===== src/source/cpu_pkg.sv =====
`default_nettype none

package cpu_pkg;

	// word and memory sizes
	localparam int data_w    = 16;
	localparam int mem_aw    = 8;    // cpu addresses above this are dropped
	localparam int mem_depth = 256;
	localparam int reg_count = 16;
	localparam int reg_aw    = 4;    // register index width

	// port a address select
	localparam logic sel_instr = 1'b0; // pc drives the address
	localparam logic sel_data  = 1'b1; // rsrc register drives the address

	// opcodes, op_jcond must stay at 15
	typedef enum logic [3:0] {
		op_add,
		op_addi,
		op_sub,
		op_subi,
		op_and,
		op_or,
		op_xor,
		op_mov,
		op_movi,
		op_lsh,
		op_cmp,
		op_cmpi,
		op_load,
		op_stor,
		op_bcond,
		op_jcond
	} op_t;

	// branch conditions, carried in the rdest field
	typedef enum logic [3:0] {
		eq, ne, cs, cc, hi, ls, gt, le, uc, nv
	} cond_t;

	// instruction word
	typedef struct packed {
		op_t              op;
		logic [reg_aw-1:0] rdest; // condition for bcond and jcond
		logic [7:0]       imm8;  // low nibble is rsrc in register forms
	} instr_t;

	typedef struct packed {
		logic c; // carry, or no borrow
		logic l; // unsigned less
		logic f; // signed overflow
		logic z; // zero
		logic n; // signed less
	} flags_t;

	typedef enum logic [2:0] {
		s_fetch,
		s_decode,
		s_exec,
		s_mem,
		s_load_wb,
		s_halt
	} state_t;

	typedef enum logic [1:0] {
		pc_inc,  // pc + 1
		pc_disp, // pc + disp + 1
		pc_jump  // register target
	} pc_mode_t;

	// one-cycle control levels from the FSM
	typedef struct packed {
		logic     pc_en;
		pc_mode_t pc_mode;
		logic     reg_we;
		logic     wb_from_mem; // regfile writes mem_q instead of alu result
		logic     use_imm;     // alu b operand from imm
		logic     flags_we;
		logic     mem_sel;     // sel_instr or sel_data
		logic     mem_we;
	} ctrl_t;

endpackage

`default_nettype wire

===== src/source/control_decoder.sv =====
`default_nettype none

module control_decoder import cpu_pkg::*; (
	input  wire logic              clk,
	input  wire logic              reset,
	input  wire logic              run,
	input  wire logic [data_w-1:0] mem_q,
	input  wire flags_t            flags,
	output ctrl_t                  ctrl,
	output op_t                    op,
	output logic [reg_aw-1:0]      rdest,
	output logic [reg_aw-1:0]      rsrc,
	output logic [data_w-1:0]      imm,
	output logic [data_w-1:0]      disp,
	output logic                   halted
);

	state_t state, state_nxt;
	instr_t ir;
	cond_t  cond;
	logic   taken;   // condition holds
	logic   is_halt; // bcond nv

	// instruction register, word arrives in decode
	always_ff @(posedge clk or negedge reset) begin
		if (!reset) begin
			ir <= '0;
		end else if (state == s_decode) begin
			ir <= instr_t'(mem_q);
		end
	end

	// field decode
	assign op    = ir.op;
	assign rdest = ir.rdest;
	assign rsrc  = ir.imm8[reg_aw-1:0];
	assign cond  = cond_t'(ir.rdest);
	assign disp  = {{(data_w-8){ir.imm8[7]}}, ir.imm8};

	always_comb begin
		case (ir.op)
			op_and, op_or, op_xor, op_movi: imm = {{(data_w-8){1'b0}}, ir.imm8}; // logic ops
			default:                         imm = {{(data_w-8){ir.imm8[7]}}, ir.imm8};
		endcase
	end

	// condition against the flag register, a is rdest and b is rsrc
	always_comb begin
		case (cond)
			eq:      taken = flags.z;
			ne:      taken = !flags.z;
			cs:      taken = flags.c;
			cc:      taken = !flags.c;
			hi:      taken = !flags.l && !flags.z; // unsigned greater
			ls:      taken = flags.l || flags.z;
			gt:      taken = !flags.n && !flags.z; // signed greater
			le:      taken = flags.n || flags.z;
			uc:      taken = 1'b1;
			default: taken = 1'b0; // nv and unused codes
		endcase
	end

	assign is_halt = (ir.op == op_bcond) && (cond == nv);

	// next state
	always_comb begin
		state_nxt = state;
		case (state)
			s_fetch:   if (run) state_nxt = s_decode; // hold until the host lets go
			s_decode:  state_nxt = s_exec;
			s_exec: begin
				if (ir.op == op_load || ir.op == op_stor)
					state_nxt = s_mem;
				else if (is_halt)
					state_nxt = s_halt;
				else
					state_nxt = s_fetch;
			end
			s_mem:     state_nxt = (ir.op == op_load) ? s_load_wb : s_fetch;
			s_load_wb: state_nxt = s_fetch;
			s_halt:    if (run && !halted) state_nxt = s_fetch; // run dropped and came back
			default:   state_nxt = s_fetch;
		endcase
	end

	always_ff @(posedge clk or negedge reset) begin
		if (!reset) begin
			state  <= s_fetch;
			halted <= 1'b0;
		end else begin
			state <= state_nxt;
			if (state == s_exec && is_halt)
				halted <= 1'b1;
			else if (state == s_halt && !run)
				halted <= 1'b0;
		end
	end

	// per-state control, all zero in fetch and halt
	always_comb begin
		ctrl         = '0;
		ctrl.pc_mode = pc_inc;
		ctrl.mem_sel = sel_instr;
		case (state)
			s_exec: begin
				case (ir.op)
					op_add, op_sub, op_and, op_or, op_xor, op_mov, op_lsh: begin
						ctrl.reg_we = 1'b1;
						ctrl.pc_en  = 1'b1;
					end
					op_addi, op_subi, op_movi: begin
						ctrl.reg_we  = 1'b1;
						ctrl.use_imm = 1'b1;
						ctrl.pc_en   = 1'b1;
					end
					op_cmp: ctrl.pc_en = 1'b1;
					op_cmpi: begin
						ctrl.use_imm = 1'b1;
						ctrl.pc_en   = 1'b1;
					end
					op_load, op_stor: begin
						ctrl.mem_sel = sel_data; // address out now, access next cycle
						ctrl.pc_en   = 1'b1;
					end
					op_bcond: begin
						ctrl.pc_en   = !is_halt; // halt leaves pc on itself
						ctrl.pc_mode = taken ? pc_disp : pc_inc;
					end
					default: begin // op_jcond
						ctrl.pc_en   = 1'b1;
						ctrl.pc_mode = taken ? pc_jump : pc_inc;
					end
				endcase
				// arithmetic and compares touch flags
				case (ir.op)
					op_add, op_addi, op_sub, op_subi, op_cmp, op_cmpi: ctrl.flags_we = 1'b1;
					default:                                           ctrl.flags_we = 1'b0;
				endcase
			end
			s_mem: begin
				ctrl.mem_sel = sel_data;
				ctrl.mem_we  = (ir.op == op_stor);
			end
			s_load_wb: begin
				ctrl.mem_sel     = sel_data; // keep q on the data word
				ctrl.reg_we      = 1'b1;
				ctrl.wb_from_mem = 1'b1;
			end
			default: ;
		endcase
	end

	// stores only ever follow the exec cycle of a store
	a_store_after_exec: assert property (@(posedge clk) disable iff (!reset)
		ctrl.mem_we |-> state == s_mem && $past(state) == s_exec && op == op_stor);

	a_no_we_overlap: assert property (@(posedge clk) disable iff (!reset)
		!(ctrl.reg_we && ctrl.mem_we));

endmodule

`default_nettype wire


===== config.mk =====
export PLATFORM = sky130hd
export DESIGN_NAME = control_decoder
export DESIGN_NICKNAME = d
export VERILOG_FILES = /design/src/source/cpu_pkg.sv /design/src/source/control_decoder.sv
export SDC_FILE = /design/constraint.sdc
export NUM_CORES = 1
export LEC_CHECK = 0
export BUFFER_PORTS_ARGS = -buffer_cell sky130_fd_sc_hd__buf_4
export CORE_MARGIN = 4
export CORE_UTILIZATION = 46
export CTS_CLUSTER_DIAMETER = 40
export DETAILED_ROUTE_END_ITERATION = 10
export HOLD_SLACK_MARGIN = 0.03
export PLACE_DENSITY = 0.85
export SLEW_MARGIN = 20
export SYNTH_ARGS = -nofsm -noshare
export SYNTH_HDL_FRONTEND = slang
export SYNTH_SLANG_ARGS = --single-unit

===== constraint.sdc =====
create_clock -name clk -period 3.2 [get_ports clk]
set_input_delay 0.64 -clock clk [delete_from_list [all_inputs] [get_ports clk]]
set_output_delay 0.64 -clock clk [all_outputs]
set_load 0.1 [all_outputs]

# Yosys cells after proc, flatten, opt, wreduce, memory -nomap -nowiden

Cells that the tools add are included.

Register bits: 20
Bits in latches: 0
RAM bits: 0
Bits in read-only memories: 0
Input bits: 24
Logic and storage cells: 87
Memories: 0

Add/sub/neg operators: 0
Multiply operators: 0
Divide/modulo/power cells: 0
$lt $le $gt $ge: 0
Equality and inequality tests: 30
Shift-type cells: 0
Muxes and demuxes: 24
Bitwise logic cells: 0
Reductions and logical operators: 28

Operators by type and width:

| kind                                                             | count |
|---|---|
| 4-bit == test (second input constant)                            | 9 |
| 4-bit by 3-bit == test with 1-bit output (second input constant) | 8 |
| 3-bit 2-to-1 mux                                                 | 6 |
| 4-bit by 2-bit == test with 1-bit output (second input constant) | 4 |
| 16-bit 2-to-1 mux                                                | 1 |
| 3-bit one-hot mux with 5 select lines                            | 1 |
| 14-bit OR reduction                                              | 1 |
| 1-bit 2-to-1 mux                                                 | 10 |
| 10-bit OR reduction                                              | 1 |
| 1-bit one-hot mux with 9 select lines                            | 1 |
| 4-bit by 1-bit == test with 1-bit output (second input constant) | 2 |
| 4-bit zero test                                                  | 2 |
| 4-bit OR reduction                                               | 2 |
| 1-bit zero test                                                  | 7 |
| 3-bit by 2-bit == test with 1-bit output (second input constant) | 2 |
| 3-bit == test (second input constant)                            | 2 |
| 1-bit logical AND                                                | 6 |
| 6-bit OR reduction                                               | 1 |
| 2-bit 2-to-1 mux                                                 | 2 |
| 2-bit inequality test (second input constant)                    | 2 |
| 1-bit one-hot mux with 2 select lines                            | 2 |
| 2-bit one-hot mux with 2 select lines                            | 1 |
| 2-bit OR reduction                                               | 2 |
| 3-bit by 1-bit == test with 1-bit output (second input constant) | 1 |
| 4 further kinds                                                  | 6 |

# Longest topological paths before layout

Gate-level depths: netlist (run 1).

Depth in word-level cells: 6
Depth in mapped cells: 5
Mapped depth without buffers: 4

# Least setup slack after synthesis (run 1)

OpenSTA, ideal clock, no wires.

Path type: flip-flop to output port
Start point: register ir, in the netlist rdest[1]
End point: output port ctrl[6] (netlist name)
Data arrival time: 4.555 ns
Required time: 2.560 ns
Slack: -1.995 ns
Cell stages (with the launch flop): 5
Path buffers: 0
Path through: dfrtp_1 mux2_4 o21ai_0 a41oi_2 nor4_1

RTL lines:

| item                   | line                  | source |
|---|---|---|
| from (decl)            | control_decoder.sv:19 | `instr_t ir;` |
| from (signal assigned) | control_decoder.sv:29 | `ir <= instr_t'(mem_q);` |
| to (decl)              | control_decoder.sv:9  | `output ctrl_t ctrl,` |

==> impl_metrics.sql, run 1 <==
INSERT INTO impl_metrics (metric_group, metric, value, unit) VALUES
('worst_setup_path', 'timing.reg2reg.worst_path_depth', '4', ''),
('global_routing', 'antenna_found_initial', '0', ''),
('synth', 'dominantRegCellSynth', 'dfrtp_1', ''),
('sta', 'rsz0062_at_grt', 'false', ''),
('worst_setup_path', 'critPathMaxFanout', '7', ''),
('synth', 'synthTopCellsByArea', 'dfrtp_1 40%, buf_4 17%, mux2_2 13%', ''),
('global_routing', 'first_global_vias', '1004', ''),
('sta', 'pin_slew_with_the_least_headroom_to_its_limit', '0.652', 'ns'),
('detailed_routing', 'dr.first_iter.drc_count', '24', ''),
('cells_and_area', 'layout.cells.most_common', 'buf_4', ''),
('floorplanning', 'floorplan.initialDensity', '49.2', '%'),
('worst_setup_path', 'startpoint_type', 'flip-flop', ''),
('cells_and_area', 'area_used_by_multi_input_combinational_logic', '576', 'µm²'),
('floorplanning', 'io_pins', '78', ''),
('sta', 'fin_crit_period', '2.74', 'ns'),
('synth', 'synth_area_per_cell', '10.1', 'µm²'),
('floorplanning', 'std_cell_rows', '18', ''),
('worst_setup_path', 'endpoint_kind', 'output pin', ''),
('synth', 'yosysSeqAreaShare', '40.0', '%'),
('global_routing', 'largest_net_degree_at_the_start_of_global_routing', '21', ''),
('synth', 'ys.warnings.count', '0', ''),
('worst_setup_path', 'worstSetupStartpoint', 'rdest[1]$_DFFE_PN0P_', ''),
('hold_path', 'hold_class', 'in -> async', ''),
('flow_run', 'drv.max_cap_violation_count', '0', ''),
('detailed_routing', 'met3_wirelength', '349', 'µm'),
('floorplanning', 'chipHeight', '60.2', 'µm'),
('detailed_routing', 'top_signal_layer_used', 'met4', ''),
('clocking', 'cts_num_sinks', '20', ''),
('cells_and_area', 'design.final.nets', '199', ''),
('worst_setup_path', 'worst_r2r_startpoint', 'state[0]$_DFFE_PN0P_', ''),
('synth', 'synth_async_sr_flop_share', '100', '%'),
('cells_and_area', 'num-fill-cells', '197', ''),
('outcome', 'outcome', 'complete, no violations', ''),
('synth', 'yosys_register_bits', '20', ''),
('clocking', 'clk_path_buf_depth', '2', ''),
('clocking', 'clock_latency', '0.28', 'ns'),
('synth', 'synthDominantCellAreaShare', '40.0', '%'),
('cells_and_area', 'layout_cell_share_with_drive_strength_beyond_1', '62.4', '%'),
('sta', 'setup_violations', '0', ''),
('detailed_routing', 'routed-via-count', '1059', ''),
('detailed_routing', 'drc', '0', ''),
('synth', 'synth_enable_flop_cells', '0', ''),
('clocking', 'cts.reportedPaths.clkPinSlew', '0.10', 'ns'),
('global_routing', 'grt_usage', '15.9', '%'),
('worst_setup_path', 'critical_path_arrival', '2.10', 'ns'),
('worst_setup_path', 'cp.required', '2.56', 'ns'),
('placed_design', 'port_buffers', '76', ''),
('placed_design', 'postPlaceCellArea', '1710', 'µm²'),
('detailed_routing', 'route.final.wire_length', '2.81', 'mm'),
('cells_and_area', 'regArea', '503', 'µm²'),
('placed_design', 'post-dp-hpwl', '2.27', 'mm'),
('floorplanning', 'floorplan.die_area', '3620', 'µm²'),
('floorplanning', 'die_boundary_width', '60.2', 'µm'),
('detailed_routing', 'drt-wirelength-per-cell', '13.9', 'µm'),
('synth', 'synth_top_cell_by_area', 'dfrtp_1', ''),
('clocking', 'cts_root_buffer', 'clkbuf_4', ''),
('synth', 'postSynthCellCount', '124', ''),
('worst_setup_path', 'critical_path.cell_chain', 'mux2_4, o21ai_0, a41oi_2, nor4_4, buf_4', ''),
('synth', 'synth_cell_types', '35', ''),
('sta', 'remaining_max_slew_budget_at_the_tightest_pin', '56.1', '%'),
('clocking', 'cts_tree', 'done', ''),
('detailed_routing', 'm1WireLength', '1.08', 'mm'),
('clocking', 'h-tree-depth', '1', ''),
('clocking', 'hold_buffers', '0', ''),
('cells_and_area', 'most-common-layout-cells', '77 x buf_4, 18 x dfrtp_1, 14 x mux2_2', ''),
('floorplanning', 'coreArea', '2540', 'µm²'),
('detailed_routing', 'vias_per_cell', '5.22', ''),
('cells_and_area', 'area_growth_syn_to_layout', '38.3', '%'),
('detailed_routing', 'drtAntennaViolNets', '0', ''),
('clocking', 'cts.repair_timing.setup_buffer_count', '0', ''),
('cells_and_area', 'final_design_area_no_fill', '1730', 'µm²');
## flip-flops by register name, indices dropped and copies added (netlist names)
| signal | cells |
|---|---|
| op | 4 |
| disp | 8 |
| state | 3 |
| halted | 1 |
| rdest | 4 |
## per-stage QoR
stage / instances / setup WS [ns] / utilization (%) / hold slack [ns]
5_1_grt: 203 / 0.249 / 68.0 / 0.207
3_5_place_dp: 200 / 0.510 / 67.2 / 0.526
3_3_place_gp: 200 / 0.519 / 67.2 / 0.514
2_1_floorplan: 124 / 0.00169 / - / 0.344
4_1_cts: 203 / 0.433 / 68.0 / 0.209
6_report: 203 / 0.457 / 68.0 / 0.212
## area by class of cell
cell class / instances / area share [%]
Clock buffer: 3 / 1.30
Inverter: 4 / 0.867
Multi-Input combinational cell: 69 / 33.2
Sequential cell: 20 / 29.0
Tap cell: 30 / 2.17
Timing Repair Buffer: 77 / 33.4
## per-layer routing
layer,track usage (%),up-vias
met2,27.8,61
li1,-,503
met4,6.65,0
met1,18.4,489
met5,0,-
met3,3.67,6
## logic make-up (layout without fill, tap and decap cells)
group | Yosys count | in the layout | share of synthesized area [%]
muxes | 16 | 16 | 14.6
buffers and inverters | 35 | 84 | 19.6
DFF | 20 | 20 | 40.0
xor gates and xnor gates | 1 | 1 | 0.699
AOI/OAI and AO/OA | 18 | 18 | 9.99
and+or+nand+nor | 34 | 34 | 15.2
## cell usage after synthesis (2+ instances only)
library cell	count
inv_1	4
nand3b_1	2
o21ai_0	7
nor3_1	3
nor2b_1	3
nor2_1	4
buf_4	28
mux2_2	14
nand2_1	8
a21oi_1	2
nor4_1	4
dfrtp_1	20
nand2b_1	2
nand3_1	2
## how the worst min path moves through the flow
stage                          endpoint  slack [ns]  depth (start not counted)                from
floorplan           disp[0]$_DFFE_PN0P_        0.34                          0               reset
global placement     halted$_DFFE_PN0P_        0.51                          2  halted$_DFFE_PN0P_
detailed placement  disp[5]$_DFFE_PN0P_        0.53                          1               reset
CTS                 disp[5]$_DFFE_PN0P_        0.21                          1               reset
global route        disp[5]$_DFFE_PN0P_        0.21                          1               reset
finish              disp[5]$_DFFE_PN0P_        0.21                          1               reset
## worst max-delay path, delay by kind of cell, from the launching register on
family | cells | cell delay [ns]
AO/OA/AOI/OAI | 2 | 0.42
buffers and inverters | 1 | 0.33
flip-flops | 1 | 0.47
multiplexers | 1 | 0.31
AND/OR/NAND/NOR | 1 | 0.29
Power of run 1 is left out: the tool's default activity adds up to more than one toggle a clock period on the data nets, which glitch-free logic cannot reach.
==> inputs of run 2 (changes only) <==
--- a/config.mk
+++ b/config.mk
@@ -7,11 +7,11 @@
 export LEC_CHECK = 0
 export BUFFER_PORTS_ARGS = -buffer_cell sky130_fd_sc_hd__buf_4
 export CORE_MARGIN = 4
-export CORE_UTILIZATION = 46
+export CORE_UTILIZATION = 42
 export CTS_CLUSTER_DIAMETER = 40
 export DETAILED_ROUTE_END_ITERATION = 10
 export HOLD_SLACK_MARGIN = 0.03
-export PLACE_DENSITY = 0.85
+export PLACE_DENSITY = 0.79
 export SLEW_MARGIN = 20
 export SYNTH_ARGS = -nofsm -noshare
 export SYNTH_HDL_FRONTEND = slang
==> constraint.sdc (replaced) <==
create_clock -name clk -period 3.1 [get_ports clk]
set_input_delay 0.62 -clock clk [delete_from_list [all_inputs] [get_ports clk]]
set_output_delay 0.62 -clock clk [all_outputs]
set_load 0.1 [all_outputs]
==> run 2 against run 1 <==
Net effect:
- utilization is 5.9 points lower
- design area is 0.65% higher
- count of clock-buffer cells in the layout is 1 higher
- worst setup slack worse by 0.19 ns
- via count is 0.57% lower
- register-to-register slack worse by 0.24 ns
- die area is 8.2% higher
- global-route usage is 0.36 points lower
- non-clock buffer count stayed put
- first-iteration DRC count is 71% higher
- critical path depth stayed put
- routed wire length is 6.4% higher
==> impl_metrics.sql, run 2 (same netlist as run 1, synthesis figures left out) <==
INSERT INTO impl_metrics (metric_group, metric, value, unit) VALUES
('sta', 'worst_clock_skew', '0.00642', 'ns'),
('sta', 'fraction_of_the_cycle_the_final_worst_path_needs', '91.5', '%'),
('cells_and_area', 'design.final.nets', '199', ''),
('floorplanning', 'std_cell_rows', '19', ''),
('cells_and_area', 'layout.cells.most_common', 'buf_4', ''),
('clocking', 'clock_latency', '0.29', 'ns'),
('detailed_routing', 'drt-wirelength-per-cell', '14.6', 'µm'),
('cells_and_area', 'area_growth_syn_to_layout', '39.2', '%'),
('clocking', 'cts.reportedPaths.clkPinSlew', '0.11', 'ns'),
('clocking', 'clk_path_buf_depth', '2', ''),
('detailed_routing', 'routed-via-count', '1053', ''),
('floorplanning', 'die_boundary_width', '62.6', 'µm'),
('clocking', 'cts_resizes', '0', ''),
('cells_and_area', 'flip_flop_count_of_the_largest_register_after_layout', '8', ''),
('clocking', 'cts_num_sinks', '20', ''),
('worst_setup_path', 'crit_buf_inv', '1', ''),
('worst_setup_path', 'critical_path_arrival', '2.21', 'ns'),
('cells_and_area', 'finish.cell_count_without_fillers', '205', ''),
('hold_path', 'hold_class', 'in -> async', ''),
('global_routing', 'largest_net_degree_at_the_start_of_global_routing', '21', ''),
('worst_setup_path', 'timing.reg2reg.worst_path_depth', '3', ''),
('floorplanning', 'floorplan.initialDensity', '44.6', '%'),
('placed_design', 'gpl.final_weighted_congestion', '0.734', ''),
('placed_design', 'port_buffers', '76', ''),
('global_routing', 'first_global_vias', '1106', ''),
('clocking', 'cts_root_buffer', 'clkbuf_4', ''),
('clocking', 'hold_buffers', '0', ''),
('floorplanning', 'chipHeight', '62.6', 'µm'),
('detailed_routing', 'route.final.wire_length', '2.99', 'mm'),
('placed_design', 'dpl.cell_count', '201', ''),
('global_routing', 'grt_usage', '15.5', '%'),
('worst_setup_path', 'cp.required', '2.48', 'ns'),
('worst_setup_path', 'path_delay_family', 'flip-flops', ''),
('global_routing', 'wire_length_of_the_first_global_routing_pass', '5.00', 'mm'),
('sta', 'report.final.slew_viol_count', '0', ''),
('cells_and_area', 'most-common-layout-cells', '77 x buf_4, 15 x dfrtp_1, 14 x mux2_2', ''),
('cells_and_area', 'antenna-diode-count', '0', ''),
('worst_setup_path', 'crit_slowest_cell', 'dfrtp_4', ''),
('clocking', 'h-tree-depth', '1', ''),
('placed_design', 'postPlaceCellArea', '1720', 'µm²'),
('sta', 'setup_violations', '0', ''),
('sta', 'clock.fmax', '353', 'MHz'),
('detailed_routing', 'drtAntennaViolNets', '0', ''),
('global_routing', 'grt_remaining_overflow', '0', ''),
('worst_setup_path', 'regToRegSetupSlack', '1.34', 'ns'),
('detailed_routing', 'drc', '0', ''),
('worst_setup_path', 'startpoint_type', 'flip-flop', ''),
('global_routing', 'antenna_found_initial', '0', ''),
('worst_setup_path', 'critPathMaxFanout', '7', ''),
('detailed_routing', 'vias_per_cell', '5.14', ''),
('clocking', 'cts.repair_timing.setup_buffer_count', '0', ''),
('sta', 'fin_crit_period', '2.83', 'ns'),
('sta', 'totalNegativeSetupSlack', '0', 'ns'),
('cells_and_area', 'final_design_area_no_fill', '1740', 'µm²'),
('floorplanning', 'floorplan.die_area', '3920', 'µm²'),
('sta', 'remaining_max_slew_budget_at_the_tightest_pin', '56.4', '%'),
('worst_setup_path', 'timing_worst_setup_path_type', 'reg -> out', ''),
('detailed_routing', 'firstDrtPassIters', '4', ''),
('floorplanning', 'coreArea', '2810', 'µm²'),
('sta', 'rsz0062_at_grt', 'false', ''),
('clocking', 'cts_made_buffers', '3', ''),
('sta', 'pin_slew_with_the_least_headroom_to_its_limit', '0.649', 'ns'),
('worst_setup_path', 'worst_r2r_endpoint', 'disp[1]$_DFFE_PN0P_', ''),
('cells_and_area', 'layout_cell_share_with_drive_strength_beyond_1', '63.8', '%'),
('outcome', 'outcome', 'complete, no violations', ''),
('sta', 'hold_violations', '0', ''),
('floorplanning', 'io_pins', '78', ''),
('worst_setup_path', 'slowest_delay', '0.53', 'ns'),
('detailed_routing', 'dr.first_iter.drc_count', '41', ''),
('worst_setup_path', 'endpoint_kind', 'output pin', ''),
('worst_setup_path', 'critical_path.cell_chain', 'mux2_4, o21ai_0, a41oi_2, nor4_4, buf_4', ''),
('clocking', 'cts_tree', 'done', ''),
('worst_setup_path', 'worst_r2r_startpoint', 'state[0]$_DFFE_PN0P_', ''),
('flow_run', 'drv.max_cap_violation_count', '0', ''),
('placed_design', 'post-dp-hpwl', '2.42', 'mm');
==> run 2: changes by cell type in the layout (fill, tap and decap cells not counted), sizes merged <==
cell    before  now
clkbuf       3    4
==> run 2: worst max-delay path by stage <==
stage / to / from / slack [ns] / cells after the start
after floorplan: ctrl[7] / rdest[2]$_DFFE_PN0P_ / 0.005 / 4
after global placement: ctrl[7] / flags[3] / 0.45 / 6
after detailed placement: ctrl[7] / flags[3] / 0.41 / 6
after CTS: ctrl[7] / rdest[1]$_DFFE_PN0P_ / 0.24 / 5
after global routing: ctrl[6] / rdest[1]$_DFFE_PN0P_ / 0.12 / 5
final: ctrl[7] / rdest[1]$_DFFE_PN0P_ / 0.27 / 5
==> run 2: worst reg2reg max path: cells and delay by family (launching register included) <==
kind          cells  cell delay (ns)
mux               1             0.36
simple gates      1             0.52
buf+inv           1             0.31
flops             1             0.47
==> run 2: metrics by stage <==
step,setup WS (ns),hold WS [ns],util (%)
final,0.265,0.185,62.1
after global routing,0.123,0.176,62.1
after CTS,0.242,0.183,62.1
after detailed placement,0.410,0.516,61.2
after global placement,0.455,0.508,61.2
after floorplan,0.00485,0.324,-
==> run 2: area by class of cell <==
type                    count  area, µm²
repair buffers             77        578
multi-input cells          69        576
fillers                   232       1060
inverters                   4       15.0
clock buffers               4       26.3
flip-flops and latches     20        509
well taps                  31       38.8
==> run 2: metal layers <==
layer  vias up  GRT usage, %  routed length [µm]
met5         -             0                   0
met4         0          4.13                   8
met3         2          4.86                 308
met2        58          28.2                1500
met1       490          17.4                1180
li1        503             -                   -
Power of run 2 is left out for the same reason.
