--- config.mk ---
export PLATFORM = sky130hd
export DESIGN_NAME = alu
export DESIGN_NICKNAME = d
export VERILOG_FILES = /design/src/source/cpu_pkg.sv /design/src/source/alu.sv
export SDC_FILE = /design/constraint.sdc
export NUM_CORES = 1
export LEC_CHECK = 0
export ABC_CLOCK_PERIOD_IN_PS = 4900
export BUFFER_PORTS_ARGS = -buffer_cell sky130_fd_sc_hd__buf_2
export CAP_MARGIN = 30
export CORE_ASPECT_RATIO = 1.1
export CORE_MARGIN = 2
export CORE_UTILIZATION = 50
export DETAILED_ROUTE_END_ITERATION = 10
export GPL_TIMING_DRIVEN = 0
export PLACE_DENSITY = 0.73
export SKIP_CTS_REPAIR_TIMING = 1
export SLEW_MARGIN = 20
export SYNTH_ARGS = -nofsm -noshare
export SYNTH_HDL_FRONTEND = slang
export SYNTH_SLANG_ARGS = --single-unit
export TNS_END_PERCENT = 100
--- constraint.sdc ---
create_clock -name clk -period 4.9 [get_ports clk]
set_clock_uncertainty 0.05 [all_clocks]
set_input_delay 0.49 -clock clk [delete_from_list [all_inputs] [get_ports clk]]
set_output_delay 0.49 -clock clk [all_outputs]
set_load 0.005 [all_outputs]
--- src/source/cpu_pkg.sv ---
`default_nettype none

package cpu_pkg;

	// word and memory sizes
	localparam int data_w    = 16;
	localparam int mem_aw    = 8;    // cpu addresses above this are dropped
	localparam int mem_depth = 256;
	localparam int reg_count = 16;
	localparam int reg_aw    = 4;    // register index width

	// port a address select
	localparam logic sel_instr = 1'b0; // pc drives the address
	localparam logic sel_data  = 1'b1; // rsrc register drives the address

	// opcodes, op_jcond must stay at 15
	typedef enum logic [3:0] {
		op_add,
		op_addi,
		op_sub,
		op_subi,
		op_and,
		op_or,
		op_xor,
		op_mov,
		op_movi,
		op_lsh,
		op_cmp,
		op_cmpi,
		op_load,
		op_stor,
		op_bcond,
		op_jcond
	} op_t;

	// branch conditions, carried in the rdest field
	typedef enum logic [3:0] {
		eq, ne, cs, cc, hi, ls, gt, le, uc, nv
	} cond_t;

	// instruction word
	typedef struct packed {
		op_t              op;
		logic [reg_aw-1:0] rdest; // condition for bcond and jcond
		logic [7:0]       imm8;  // low nibble is rsrc in register forms
	} instr_t;

	typedef struct packed {
		logic c; // carry, or no borrow
		logic l; // unsigned less
		logic f; // signed overflow
		logic z; // zero
		logic n; // signed less
	} flags_t;

	typedef enum logic [2:0] {
		s_fetch,
		s_decode,
		s_exec,
		s_mem,
		s_load_wb,
		s_halt
	} state_t;

	typedef enum logic [1:0] {
		pc_inc,  // pc + 1
		pc_disp, // pc + disp + 1
		pc_jump  // register target
	} pc_mode_t;

	// one-cycle control levels from the FSM
	typedef struct packed {
		logic     pc_en;
		pc_mode_t pc_mode;
		logic     reg_we;
		logic     wb_from_mem; // regfile writes mem_q instead of alu result
		logic     use_imm;     // alu b operand from imm
		logic     flags_we;
		logic     mem_sel;     // sel_instr or sel_data
		logic     mem_we;
	} ctrl_t;

endpackage

`default_nettype wire
--- src/source/alu.sv ---
`default_nettype none

module alu import cpu_pkg::*; (
	input  wire logic              clk,
	input  wire logic              reset,
	input  wire ctrl_t             ctrl,
	input  wire op_t               op,
	input  wire logic [data_w-1:0] a,
	input  wire logic [data_w-1:0] b_reg,
	input  wire logic [data_w-1:0] imm,
	output logic [data_w-1:0]      result,
	output flags_t                 flags
);

	logic [data_w-1:0] b;
	logic [data_w:0]   sum_ext;  // carry in msb
	logic [data_w:0]   diff_ext; // no-borrow in msb
	logic              add_ovf;
	logic              sub_ovf;
	logic signed [4:0] sh;       // signed shift count
	logic [4:0]        sh_mag;
	flags_t            flags_nxt;

	assign b = ctrl.use_imm ? imm : b_reg;

	assign sum_ext  = {1'b0, a} + {1'b0, b};
	assign diff_ext = {1'b0, a} + {1'b0, ~b} + (data_w + 1)'(1); // a + ~b + 1
	assign add_ovf  = (a[data_w-1] == b[data_w-1]) && (sum_ext[data_w-1] != a[data_w-1]);
	assign sub_ovf  = (a[data_w-1] != b[data_w-1]) && (diff_ext[data_w-1] != a[data_w-1]);

	assign sh     = b[4:0];
	assign sh_mag = -sh; // 16 shifts everything out

	always_comb begin
		case (op)
			op_add, op_addi: result = sum_ext[data_w-1:0];
			op_sub, op_subi: result = diff_ext[data_w-1:0];
			op_and:          result = a & b;
			op_or:           result = a | b;
			op_xor:          result = a ^ b;
			op_mov, op_movi: result = b;
			op_lsh: begin
				if (sh[4])
					result = a >> sh_mag;  // negative count, go right
				else
					result = a << sh[3:0];
			end
			op_cmp, op_cmpi: result = diff_ext[data_w-1:0]; // not written back
			default:         result = a;
		endcase
	end

	// only the flags an op owns change, rest carry over
	always_comb begin
		flags_nxt = flags;
		case (op)
			op_add, op_addi: begin
				flags_nxt.c = sum_ext[data_w];
				flags_nxt.f = add_ovf;
			end
			op_sub, op_subi: begin
				flags_nxt.c = diff_ext[data_w];
				flags_nxt.f = sub_ovf;
			end
			op_cmp, op_cmpi: begin
				flags_nxt.z = (diff_ext[data_w-1:0] == '0);
				flags_nxt.n = $signed(a) < $signed(b);
				flags_nxt.l = a < b;
			end
			default: ;
		endcase
	end

	always_ff @(posedge clk or negedge reset) begin
		if (!reset)
			flags <= '0;
		else if (ctrl.flags_we)
			flags <= flags_nxt;
	end

endmodule

`default_nettype wire

## Word-level counts from Yosys, hierarchy flattened

Index checks and enable logic that the tools add are counted.

| word-level totals | value |
|---|---|
| logic and storage cells | 49 |
| bits in registers | 5 |
| bits of input ports | 63 |
| output and inout port bits | 21 |

| cells by class | value |
|---|---|
| bitwise logic cells | 4 |
| equal/unequal tests | 15 |
| shift-type cells | 2 |
| reduce and logical (&&, ||, !) cells | 12 |
| order comparisons | 2 |
| muxes and demuxes | 5 |
| $add $sub $neg | 4 |

Operator list:

| cell | number |
|---|---|
| 16-bit case mux with 7 select lines | 1 |
| 16-bit by 16-bit adder with 17-bit output | 2 |
| 16-bit less-than comparator | 2 |
| 16-bit 2-to-1 mux | 2 |
| 17-bit by 1-bit adder with 17-bit output (second input constant) | 1 |
| 16-bit AND | 1 |
| 4-bit by 3-bit == test with 1-bit output (second input constant) | 4 |
| 4-bit == test (second input constant) | 4 |
| 16-bit logical NOT | 1 |
| 16-bit inverter | 1 |
| 16-bit bitwise OR | 1 |
| 16-bit by 4-bit << shifter with 16-bit output | 1 |
| 16-bit by 5-bit right shift with 16-bit output | 1 |
| 16-bit bitwise XOR | 1 |
| 4-bit by 2-bit == test with 1-bit output (second input constant) | 2 |
| 2-bit OR reduction | 4 |
| 5-bit negation | 1 |
| 4-bit by 1-bit == test with 1-bit output (second input constant) | 1 |
| 4-bit logical NOT | 1 |
| 1-bit case mux with 2 select lines | 2 |
| 2-bit AND reduction | 2 |
| 4-bit OR reduction | 1 |
| 1-bit inequality test | 3 |
| 1-bit logical AND | 2 |
| other kinds (2) | 2 |

## Longest topological paths before layout

Gate-level depths: netlist (run 1).

| logic depth | value |
|---|---|
| word-level depth | 7 |
| gate-level depth with buffers | 15 |
| mapped depth without buffers | 13 |

## Least setup slack after synthesis (run 1)

OpenSTA, ideal clock, no wires.

| path | value |
|---|---|
| kind | input port to output port |
| start | input ctrl[3] (netlist name) |
| end | output result[15] |
| cell stages on the path | 14 |
| path slack | 0.916 ns |
| buffers on the path | 4 |
| arrival time | 3.444 ns |
| cells stage by stage | buf_6 > mux2i_1 > buf_2 > buf_1 > ha_1 > buf_6 > nand3b_1 > o2111ai_1 > nand4_1 > nand4_1 > and3_1 > mux2_2 > a211oi_1 > a21oi_1 |

| on the way | value |
|---|---|
| longest elaborated chain between the ends | 5 |

Ends and longest elaborated chain:

| item | RTL line | RTL |
|---|---|---|
| from (decl) | alu.sv:6 | `input wire ctrl_t ctrl,` |
| 16-bit 2-to-1 mux (*) | alu.sv:24 | `assign b = ctrl.use_imm ? imm : b_reg;` |
| 16-bit inverter / 5-bit negation (equally long branches) | alu.sv:27, alu.sv:32 |  |
| 16-bit by 16-bit adder with 17-bit output / 16-bit by 5-bit right shift with 16-bit output (equally long branches) | alu.sv:27, alu.sv:44 |  |
| 17-bit by 1-bit adder with 17-bit output / 16-bit 2-to-1 mux (equally long branches) | alu.sv:27, alu.sv:43 |  |
| 16-bit case mux with 7 select lines (*) | alu.sv:35 | `case (op)` |
| to (decl) | alu.sv:11 | `output logic [data_w-1:0] result,` |

Mark *: on every way between the ends. The rest lies on a longest branch, timed or not.

## Worst setup path after layout (run 1)

| path | value |
|---|---|
| start | input ctrl[3] (netlist name) |
| end | output result[14] |

The elaborated chain is that of the path after synthesis.

==> results by group, run 1 <==
Worst setup path
  – R2r worst-path depth: 2
  – Crit start category: input pin
  – RR Startpoint: flags[2]
  – CP startpoint: ctrl[3]
  – Max FO, Critical Path: 11
  – CP endpoint: result[14]
  – WP data required: around 4.4 ns
  – Setup slack, reg-to-reg: between 4 and 5 ns
  – Kind of critical path: in -> out
  – Arr. time, crit path: around 4.2 ns
  – RR Endpoint: flags[2]
  – CP Capture Type: primary output

Die
  – Die Y: roughly 110 um
  – Standard-cell rows: 37
  – Core area: roughly 0.0094 mm2
  – # IOs: 84
  – Die Span X: between 90 and 100 um
  – Initial Util: between 50% and 60%
  – DIE AREA: ~0.010 mm2

Logic synthesis
  – Number of warnings issued by yosys: 0
  – Syn Area/Cell: 6.98 um2
  – Top post-synthesis cells by count: nor2_1 (86), ha_1 (58), mux2i_1 (57), nand2_1 (50), a21oi_1 (49)
  – Post-Synthesis Cells: between 600 and 700
  – Largest area contributor in the netlist: ha_1
  – Synth Net Count: between 800 and 900
  – Share of the synthesized area in the top cell type: about 15%
  – Multiplexer area fraction after synthesis: 15.5%
  – Compound-gate portion of the synthesized area: 32.3%
  – Combinational family with the most area after synthesis: compound AO/OA/AOI/OAI gates
  – Synth Area in XOR/XNOR: approximately 4.2%
  – Post-synthesis cell area: around 0.0048 mm2
  – Flops & latches, synth: 5
  – Synth Area in Simple Gates: between 20% and 30%
  – Post-synth ARST share: between 90% and 100%
  – Most used DFF post-synth: dfrtp_1
  – Cell variety after synth: 79
  – Synth Area in Adders: between 10% and 20%
  – Most frequent cell after synthesis: nor2_1
  – Register area share after synthesis: roughly 2.6%
  – Post-synth EDFFs: 0
  – Most area-consuming cells after synthesis: ha_1 (15%), mux2i_1 (12%), nor2_1 (6.8%)

Global route
  – GR Overflow Total: 0
  – First-pass GRT wire length: between 30,000 and 40,000 um
  – Vias in the first global route: around 5,600
  – Largest net degree at the start of global routing: 15
  – Total Routing Usage GR: a little under two fifths
  – Antenna violations before repair: 0

Placed design
  – GPL Wtd Cong: roughly 0.97
  – Dpl hpwl: between 15,000 and 20,000 um
  – Port bufs: between 70 and 80
  – Pre-CTS setup slack: -0.0741 ns
  – DP Area: ~0.0053 mm2

Final layout
  – Share of cells above drive strength 1: 16.1%
  – FF/Latch Area: approximately 130 um2
  – Largest Register: flags
  – Largest registers: flags (5)
  – Area grow syn2layout: 11.9%
  – Fill cells: a little under 1,000
  – Multi-input logic area: around 0.0043 mm2
  – Final cell area excluding filler cells: between 0.005 and 0.006 mm2
  – NumNets Final: 884
  – # diodes: 0
  – Largest register FFs: 5

STA
  – Final setup fails: 0
  – Number of max-slew violations in the final report: 0
  – Period minus WS final: about 4.7 ns
  – RSZ-0062 raised after global routing: false
  – FMAX: 0.213 GHz
  – Hold Vio Cnt, Final: 0
  – Worst Hold Margin: approximately 0.023 ns
  – Worst slew pin tran: ~1.0 ns
  – Max transition margin: approximately 30%
  – Total Neg Setup Slack: 0 ns
  – Slack of the critical path: about 0.21 ns
  – Post-route clock period utilization: 95.7%

Detailed routing
  – Vias/cell: 6.77
  – Final ANT Viol Nets: 0
  – Drt pass-1 iters: 6
  – DR iter-0 viols: 651
  – Total wire length: 20,400 um
  – DR WL/cell: 23.3 um
  – DRC violations left: 0
  – Vias after detailed routing: 5,937

Clock network
  – H-Tree Depth: 1
  – Root Driver: clkbuf_8
  – Clock Path Buffers: 2
  – TritonCTS clock tree: done
  – Num CTS Buffers: 3
  – Clk Latency, worst-skew pair: around 0.22 ns
  – Clock sinks: 5
  – Clk slew on worst S/H paths: 0.04 ns

Pwr
  – PD cells: ~180 mW/mm2
  – Peak supply drop: between 0.1 and 0.15 mV
  – Psw: approximately 0.53 mW
  – Logic pwr share: approximately 86%
  – Static leakage: ~2.5 nW
  – Total power: 0.938 mW
  – Reg power frac: 5.7%
  – Switching portion of total power: between 50% and 60%
  – Clock Power Share: 8.4%
  – Int Power: around 0.40 mW

Hold path
  – Hold Crit Class: in -> async

Run status
  – Status: finished, final reports clean

Job
  – MaxCap Viol Count: 0
-- per-layer routing --
layer / wire length [um] / vias to the layer above / GRT usage, % / part of all wire, %
met3: 2100 / 85 / 5.52 / 10
met5: 0 / - / 0 / 0
li1: - / 2682 / - / -
met1: 8010 / 2789 / 48.9 / 39
met2: 9180 / 381 / 62.3 / 45
met4: 1140 / 0 / 17.7 / 5.6
-- worst max-delay path: stages --
cell       delay, ns
buf_6           0.13
mux2i_4         0.29
inv_6           0.19
buf_2           0.28
ha_1            0.30
inv_1           0.08
fa_1            0.39
nand2b_1        0.18
a21oi_1         0.32
o2111ai_1       0.30
a2111oi_4       0.45
o31ai_1         0.17
nand3_1         0.12
nand3b_1        0.11
a31oi_1         0.19
buf_2           0.14
-- cell usage in the layout, fill, tap and decap left out, types with 7 or more instances in the layout --
cell type and count:
nand2b_1 8, nor2b_1 7, o21ai_0 45, xor2_1 9
a31oi_1 7, a21o_1 7, buf_2 81, ha_1 58
mux2_2 7, a21oi_1 49, inv_1 43, o22ai_1 9
o21a_1 7, nor2_1 86, o221ai_1 9, a221oi_1 8
xnor2_1 11, a211oi_1 22, clkbuf_1 22, nand2_1 50
nand3_1 19, nor3_1 15, mux2i_1 57
-- layout make-up --
type | count | area share [%]
repair buffers | 72 | 6.74
inverters | 46 | 3.32
plain buffers | 40 | 3.67
multi-input cells | 593 | 80.4
well taps | 117 | 2.74
clock buffers | 4 | 0.842
flip-flops and latches | 5 | 2.34
-- stage by stage --
step           cells  util, %
6_report         877     57.2
5_1_grt          877     57.2
4_1_cts          878     57.0
3_5_place_dp     874     56.5
3_3_place_gp     873     56.5
2_1_floorplan    685        -
-- worst min-delay path by stage --
stage / start / end / slack, ns / cells past startpoint
after floorplan: reset / flags[0] / 0.14 / 0
after global placement: reset / flags[1] / 0.25 / 1
final: reset / flags[2] / 0.02 / 1
after CTS: reset / flags[2] / 0.03 / 1
after global routing: reset / flags[2] / 0.03 / 1
after detailed placement: reset / flags[2] / 0.26 / 1
-- power groups by stage --
stage                     registers, mW  logic (mW)  clock network (mW)
after global routing             0.0539       0.857              0.0793
after floorplan                  0.0537       0.527                   0
after global placement           0.0533       0.764                   0
after detailed placement         0.0534       0.772                   0
final                            0.0537       0.806              0.0786
after CTS                        0.0534       0.776              0.0775
-- kinds of logic after synthesis --
group	Yosys count
AOI/OAI and AO/OA	225
xor gates and xnor gates	21
adders and majority gates	60
buffers and inverters	87
DFF	5
muxes	69
and+or+nand+nor	218
Power figures use the tool's default switching activity.
==> run 2: changes to the inputs <==
--- a/config.mk
+++ b/config.mk
@@ -13,7 +13,9 @@
 export CORE_UTILIZATION = 50
 export DETAILED_ROUTE_END_ITERATION = 10
 export GPL_TIMING_DRIVEN = 0
+export MAX_ROUTING_LAYER = met4
 export PLACE_DENSITY = 0.73
+export REMOVE_ABC_BUFFERS = 1
 export SKIP_CTS_REPAIR_TIMING = 1
 export SLEW_MARGIN = 20
 export SYNTH_ARGS = -nofsm -noshare
==> results by group, run 2 (synthesis gave the netlist of run 1 again) <==
STA
  – Worst Hold Margin: around 0.02 ns
  – Worst slew pin tran: ~0.83 ns
  – Post-route clock period utilization: between 90% and 100%
  – FMAX: 0.211 GHz
  – Hold Vio Cnt, Final: 0
  – Number of max-slew violations in the final report: 0
  – Period minus WS final: 4.74 ns
  – Max transition margin: approximately 44%
  – RSZ-0062 raised after global routing: true
  – Final setup fails: 0

Final layout
  – Most frequent cells in the layout: nor2_1 (86), buf_2 (75), ha_1 (58)
  – Largest register FFs: 5
  – Largest registers: flags (5)
  – # diodes: 0
  – Fill cells: between 900 and 1,000
  – Leading cell type in the layout, fill and taps excluded: nor2_1
  – Share of cells above drive strength 1: between 15 and 20%
  – NumNets Final: 860
  – Area grow syn2layout: 11.9%
  – Largest Register: flags

Worst setup path
  – R2r worst-path depth: 2
  – Slowest CP cell: a2111oi_4
  – Worst Path Buf+Inv: 4
  – CP Capture Type: primary output
  – RR Endpoint: flags[2]
  – Stages on the worst setup path: 15
  – Crit start category: input pin
  – CP startpoint: ctrl[3]
  – RR Startpoint: flags[2]
  – Arr. time, crit path: about 4.2 ns
  – Kind of critical path: in -> out
  – Max FO, Critical Path: 20
  – CP endpoint: result[14]
  – CP Cell Sequence: clkbuf_4, mux2i_4, inv_6, ha_1, inv_1, fa_1, nand2b_1, a21oi_1, o2111ai_1, a2111oi_4, o31ai_1, nand3_1, nand3b_1, a31oi_1, buf_2
  – WP data required: about 4.4 ns
  – Largest delay share family, worst path: compound AO/OA/AOI/OAI gates
  – Setup slack, reg-to-reg: between 4 and 5 ns
  – Crit-path max cell delay: 0.45 ns

Detailed routing
  – Met3 Wirelength: roughly 1600 um
  – Vias after detailed routing: 5,745
  – Met2 wire len: 8690 um
  – Vias/cell: about 6.7
  – Drt pass-1 iters: 8
  – Wl on met1: around 7500 um
  – DR WL/cell: 22.0 um
  – Total wire length: roughly 19,000 um
  – DR iter-0 viols: about 580
  – Final ANT Viol Nets: 0
  – DRC violations left: 0
  – Top Layer Used: met4

Global route
  – GR Overflow Total: 0
  – Total Routing Usage GR: 35.1%
  – Vias in the first global route: approximately 5,200
  – Largest net degree at the start of global routing: 38
  – Antenna violations before repair: 0
  – First-pass GRT wire length: 28,500 um

Clock network
  – H-Tree Depth: 1
  – Root Driver: clkbuf_8
  – Clock sinks: 5
  – Num CTS Buffers: 3
  – TritonCTS clock tree: done
  – Clock Path Buffers: 2
  – Clk slew on worst S/H paths: about 0.04 ns
  – Clk Latency, worst-skew pair: ~0.22 ns

Die
  – Die Y: 107 um
  – # IOs: 84
  – DIE AREA: between 0.01 and 0.015 mm2
  – Die Span X: 97.2 um
  – Standard-cell rows: 37
  – Initial Util: between 50% and 60%
  – Core area: 0.00935 mm2

Placed design
  – Dpl hpwl: 13,900 um
  – Port bufs: 76
  – GPL Wtd Cong: slightly above 1

Hold path
  – Hold Crit Class: in -> async

Job
  – MaxCap Viol Count: 0

Pwr
  – Peak supply drop: approximately 0.091 mV
  – Total power: just over 0.9 mW
  – PD cells: 172 mW/mm2
  – Static leakage: 2.44 nW

Run status
  – Status: finished, final reports clean
run 2: final cells by class:
| class | instances | area, um2 | area share (%) |
|---|---|---|---|
| repair buffers | 87 | 493 | 9.22 |
| flip-flops and latches | 5 | 125 | 2.34 |
| well taps | 117 | 146 | 2.74 |
| multi-input cells | 594 | 4360 | 81.5 |
| inverters | 46 | 178 | 3.32 |
| clock buffers | 4 | 45.0 | 0.842 |
run 2: worst min-delay path by stage:
stage / startpoint / end / slack [ns] / cells past startpoint
after floorplan: reset / flags[0] / 0.14 / 0
after global placement: reset / flags[2] / 0.26 / 1
after detailed placement: reset / flags[2] / 0.26 / 1
after CTS: reset / flags[3] / 0.02 / 1
after global routing: reset / flags[3] / 0.01 / 1
final: reset / flags[3] / 0.02 / 1
run 2: routing by layer:
metal  vias to the layer above  global-route usage, %
li1                       2636                      -
met1                      2660                   44.7
met2                       372                   58.2
met3                        77                   3.42
met4                         0                   12.9
met5                         -                      -
run 2: report_power, final:
| group | total, mW | internal, mW | switching (mW) |
|---|---|---|---|
| registers | 0.0523 | 0.0489 | 0.00343 |
| logic | 0.789 | 0.305 | 0.484 |
| clock network | 0.0773 | 0.0559 | 0.0213 |
run 2: through the flow:
step	cells	setup slack [ns]	instance area [um2]	utilization, %	setup TNS, ns
final	853	0.159	5350	57.2	0
after global routing	853	-0.0853	5350	57.2	-0.0853
after CTS	844	-0.162	5240	56.1	-0.409
after detailed placement	840	-0.143	5200	55.6	-0.356
after global placement	837	-1.51	5110	54.6	-23.62
after floorplan	644	0.700	4580	-	0
==> run 3: changes to the inputs <==
--- a/config.mk
+++ b/config.mk
@@ -5,6 +5,7 @@
 export SDC_FILE = /design/constraint.sdc
 export NUM_CORES = 1
 export LEC_CHECK = 0
+export ABC_AREA = 1
 export ABC_CLOCK_PERIOD_IN_PS = 4900
 export BUFFER_PORTS_ARGS = -buffer_cell sky130_fd_sc_hd__buf_2
 export CAP_MARGIN = 30
@@ -14,7 +15,7 @@
 export DETAILED_ROUTE_END_ITERATION = 10
 export GPL_TIMING_DRIVEN = 0
 export MAX_ROUTING_LAYER = met4
-export PLACE_DENSITY = 0.73
+export PLACE_DENSITY = 0.72
 export REMOVE_ABC_BUFFERS = 1
 export SKIP_CTS_REPAIR_TIMING = 1
 export SLEW_MARGIN = 20
==> results by group, run 3 <==
Logic synthesis
  – Post-Synthesis Cells: between 900 and 1,000
  – Register area share after synthesis: between 2 and 2.5%
  – Flops & latches, synth: 5
  – Post-synth ARST share: 100%
  – Most frequent cell after synthesis: nand2_1
  – Number of warnings issued by yosys: 0
  – Cell variety after synth: 47
  – Top post-synthesis cells by count: nand2_1 (278), nand3_1 (164), inv_1 (99), nor2_1 (88), a21oi_1 (70)
  – Post-synth EDFFs: 0
  – Largest area contributor in the netlist: nand2_1
  – Post-synthesis cell area: between 0.005 and 0.006 mm2
  – Most area-consuming cells after synthesis: nand2_1 (21%), nand3_1 (16%), ha_1 (14%)
  – Most used DFF post-synth: dfrtp_1
  – Syn Area/Cell: around 5.3 um2
  – Share of the synthesized area in the top cell type: roughly a fifth

Pwr
  – Clock Power Share: 8.4%
  – Psw: approximately 0.52 mW
  – Peak supply drop: approximately 0.28 mV
  – Reg power frac: 6.0%
  – PD cells: ~160 mW/mm2
  – Total power: 0.872 mW
  – Int Power: roughly 0.35 mW
  – Logic pwr share: between 80% and 90%
  – Static leakage: between 2 and 3 nW
  – Switching portion of total power: between 50% and 60%

Global route
  – Total Routing Usage GR: 33.4%
  – Largest net degree at the start of global routing: 25
  – GR Overflow Total: 0
  – First-pass GRT wire length: around 29,000 um
  – Vias in the first global route: around 6,000
  – Antenna violations before repair: 0

STA
  – Hold Vio Cnt, Final: 0
  – Number of max-slew violations in the final report: 0
  – Post-route clock period utilization: 94.3%
  – FMAX: between 0.2 and 0.25 GHz
  – Max transition margin: a little over a third
  – Worst Hold Margin: 0.0291 ns
  – Final setup fails: 0
  – Worst slew pin tran: between 0.9 and 1 ns
  – Total Neg Setup Slack: 0 ns
  – RSZ-0062 raised after global routing: false
  – Period minus WS final: between 4 and 5 ns

Die
  – Standard-cell rows: 38
  – Die Span X: 100 um
  – # IOs: 84
  – Core area: between 0.009 and 0.01 mm2
  – Initial Util: roughly half
  – Die Y: around 110 um
  – DIE AREA: roughly 0.011 mm2

Worst setup path
  – Kind of critical path: in -> out
  – Stages on the worst setup path: 19
  – CP Capture Type: primary output
  – Crit start category: input pin
  – Crit path top cell by count: nand2_1
  – Crit-path max cell delay: approximately 0.55 ns
  – Worst Path Buf+Inv: 5
  – WP data required: 4.36 ns
  – Arr. time, crit path: 4.08 ns
  – R2r worst-path depth: 2
  – Max FO, Critical Path: 22
  – Largest delay share family, worst path: buffers and inverters
  – Slowest CP cell: ha_1
  – CP Cell Sequence: buf_2, inv_2, nand2_1, nand2_2, clkinvlp_4, ha_1, nand2_1, inv_1, nand3_1, nand3_1, nand2_1, nand2_1, nand2_1, nand2_1, nand2_1, nand2_1, nor2_1, a21oi_1, buf_2

Clock network
  – Clk slew on worst S/H paths: 0.04 ns
  – Clock Path Buffers: 2
  – H-Tree Depth: 1
  – TritonCTS clock tree: done
  – Clk Latency, worst-skew pair: 0.22 ns
  – Root Driver: clkbuf_8
  – Clock sinks: 5
  – Num CTS Buffers: 3

Detailed routing
  – DR WL/cell: 16.3 um
  – DR iter-0 viols: about 700
  – Total wire length: between 15,000 and 20,000 um
  – Vias after detailed routing: just under 7,000
  – Final ANT Viol Nets: 0
  – Vias/cell: ~6
  – DRC violations left: 0
  – Drt pass-1 iters: 8

Placed design
  – GPL Wtd Cong: between 1 and 1.5
  – Port bufs: 76
  – DP Area: 0.00543 mm2
  – Dpl hpwl: between 10,000 and 15,000 um

Final layout
  – Largest register FFs: 5
  – Final cell area excluding filler cells: ~0.0055 mm2
  – Largest registers: flags (5)
  – Leading cell type in the layout, fill and taps excluded: nand2_1
  – Largest Register: flags
  – Share of cells above drive strength 1: between 10% and 20%
  – # diodes: 0
  – Most frequent cells in the layout: nand2_1 (278), nand3_1 (164), inv_1 (98)
  – Post-layout util: a little under three fifths
  – NumNets Final: 1,134
  – Area grow syn2layout: 8.37%

Hold path
  – Hold Crit Class: in -> async

Job
  – MaxCap Viol Count: 0

Run status
  – Status: finished, final reports clean
[run 3: power by group through the flow]
stage | combinational, mW | sequential (mW) | clock [mW]
after detailed placement | 0.717 | 0.0525 | 0
after CTS | 0.720 | 0.0520 | 0.0753
after global placement | 0.713 | 0.0525 | 0
after floorplan | 0.508 | 0.0538 | 0
final | 0.746 | 0.0519 | 0.0736
after global routing | 0.827 | 0.0525 | 0.0803
[run 3: final cells by class]
class | instances | area (um2)
fill | 1099 | 4350
timing repair buffer | 76 | 380
sequential | 5 | 125
inverter | 104 | 398
clock buffer | 4 | 45.0
multi-input combinational | 821 | 4390
tap | 120 | 150
[run 3: cell families (layout without fill, tap and decap cells)]
logic type	count (synthesis)	after routing	synth area share [%]
buf+inv	134	184	10.9
fa+ha+maj	60	60	15.1
flops	5	5	2.47
compound gates	163	163	18.0
xor+xnor	6	6	1.04
simple gates	592	592	52.5
[run 3: worst paths after layout]
check | start | end | slack [ns]
max | ctrl[3] | result[9] | 0.28
min | reset | flags[2] | 0.03
max reg2reg | flags[3] | flags[3] | 4.21
min reg2reg | flags[4] | flags[4] | 0.42
max in group asynchronous | reset | flags[3] | 4.64
min in group clk | flags[4] | flags[4] | 0.42
[run 3: worst reg2reg max path, stage by stage, from the launching register on]
cell     delay [ns]
dfrtp_1        0.36
nand2_1        0.06
o21ai_0        0.09
[run 3: routing by layer]
layer / GRT usage, % / routed length, um / share of wire [%] / vias to the layer above
met5: - / 0 / 0 / -
met1: 42.9 / 7650 / 41 / 3073
met4: 10.8 / 639 / 3.5 / 0
met3: 1.46 / 1560 / 8.4 / 69
met2: 56.9 / 8620 / 47 / 381
li1: - / - / - / 3282
[run 3: stage by stage]
stage,cells,worst slack (ns)
CTS,1130,0.164
floorplan,930,1.77
global placement,1126,0.151
finish,1130,0.280
detailed placement,1126,0.158
global route,1130,0.0388
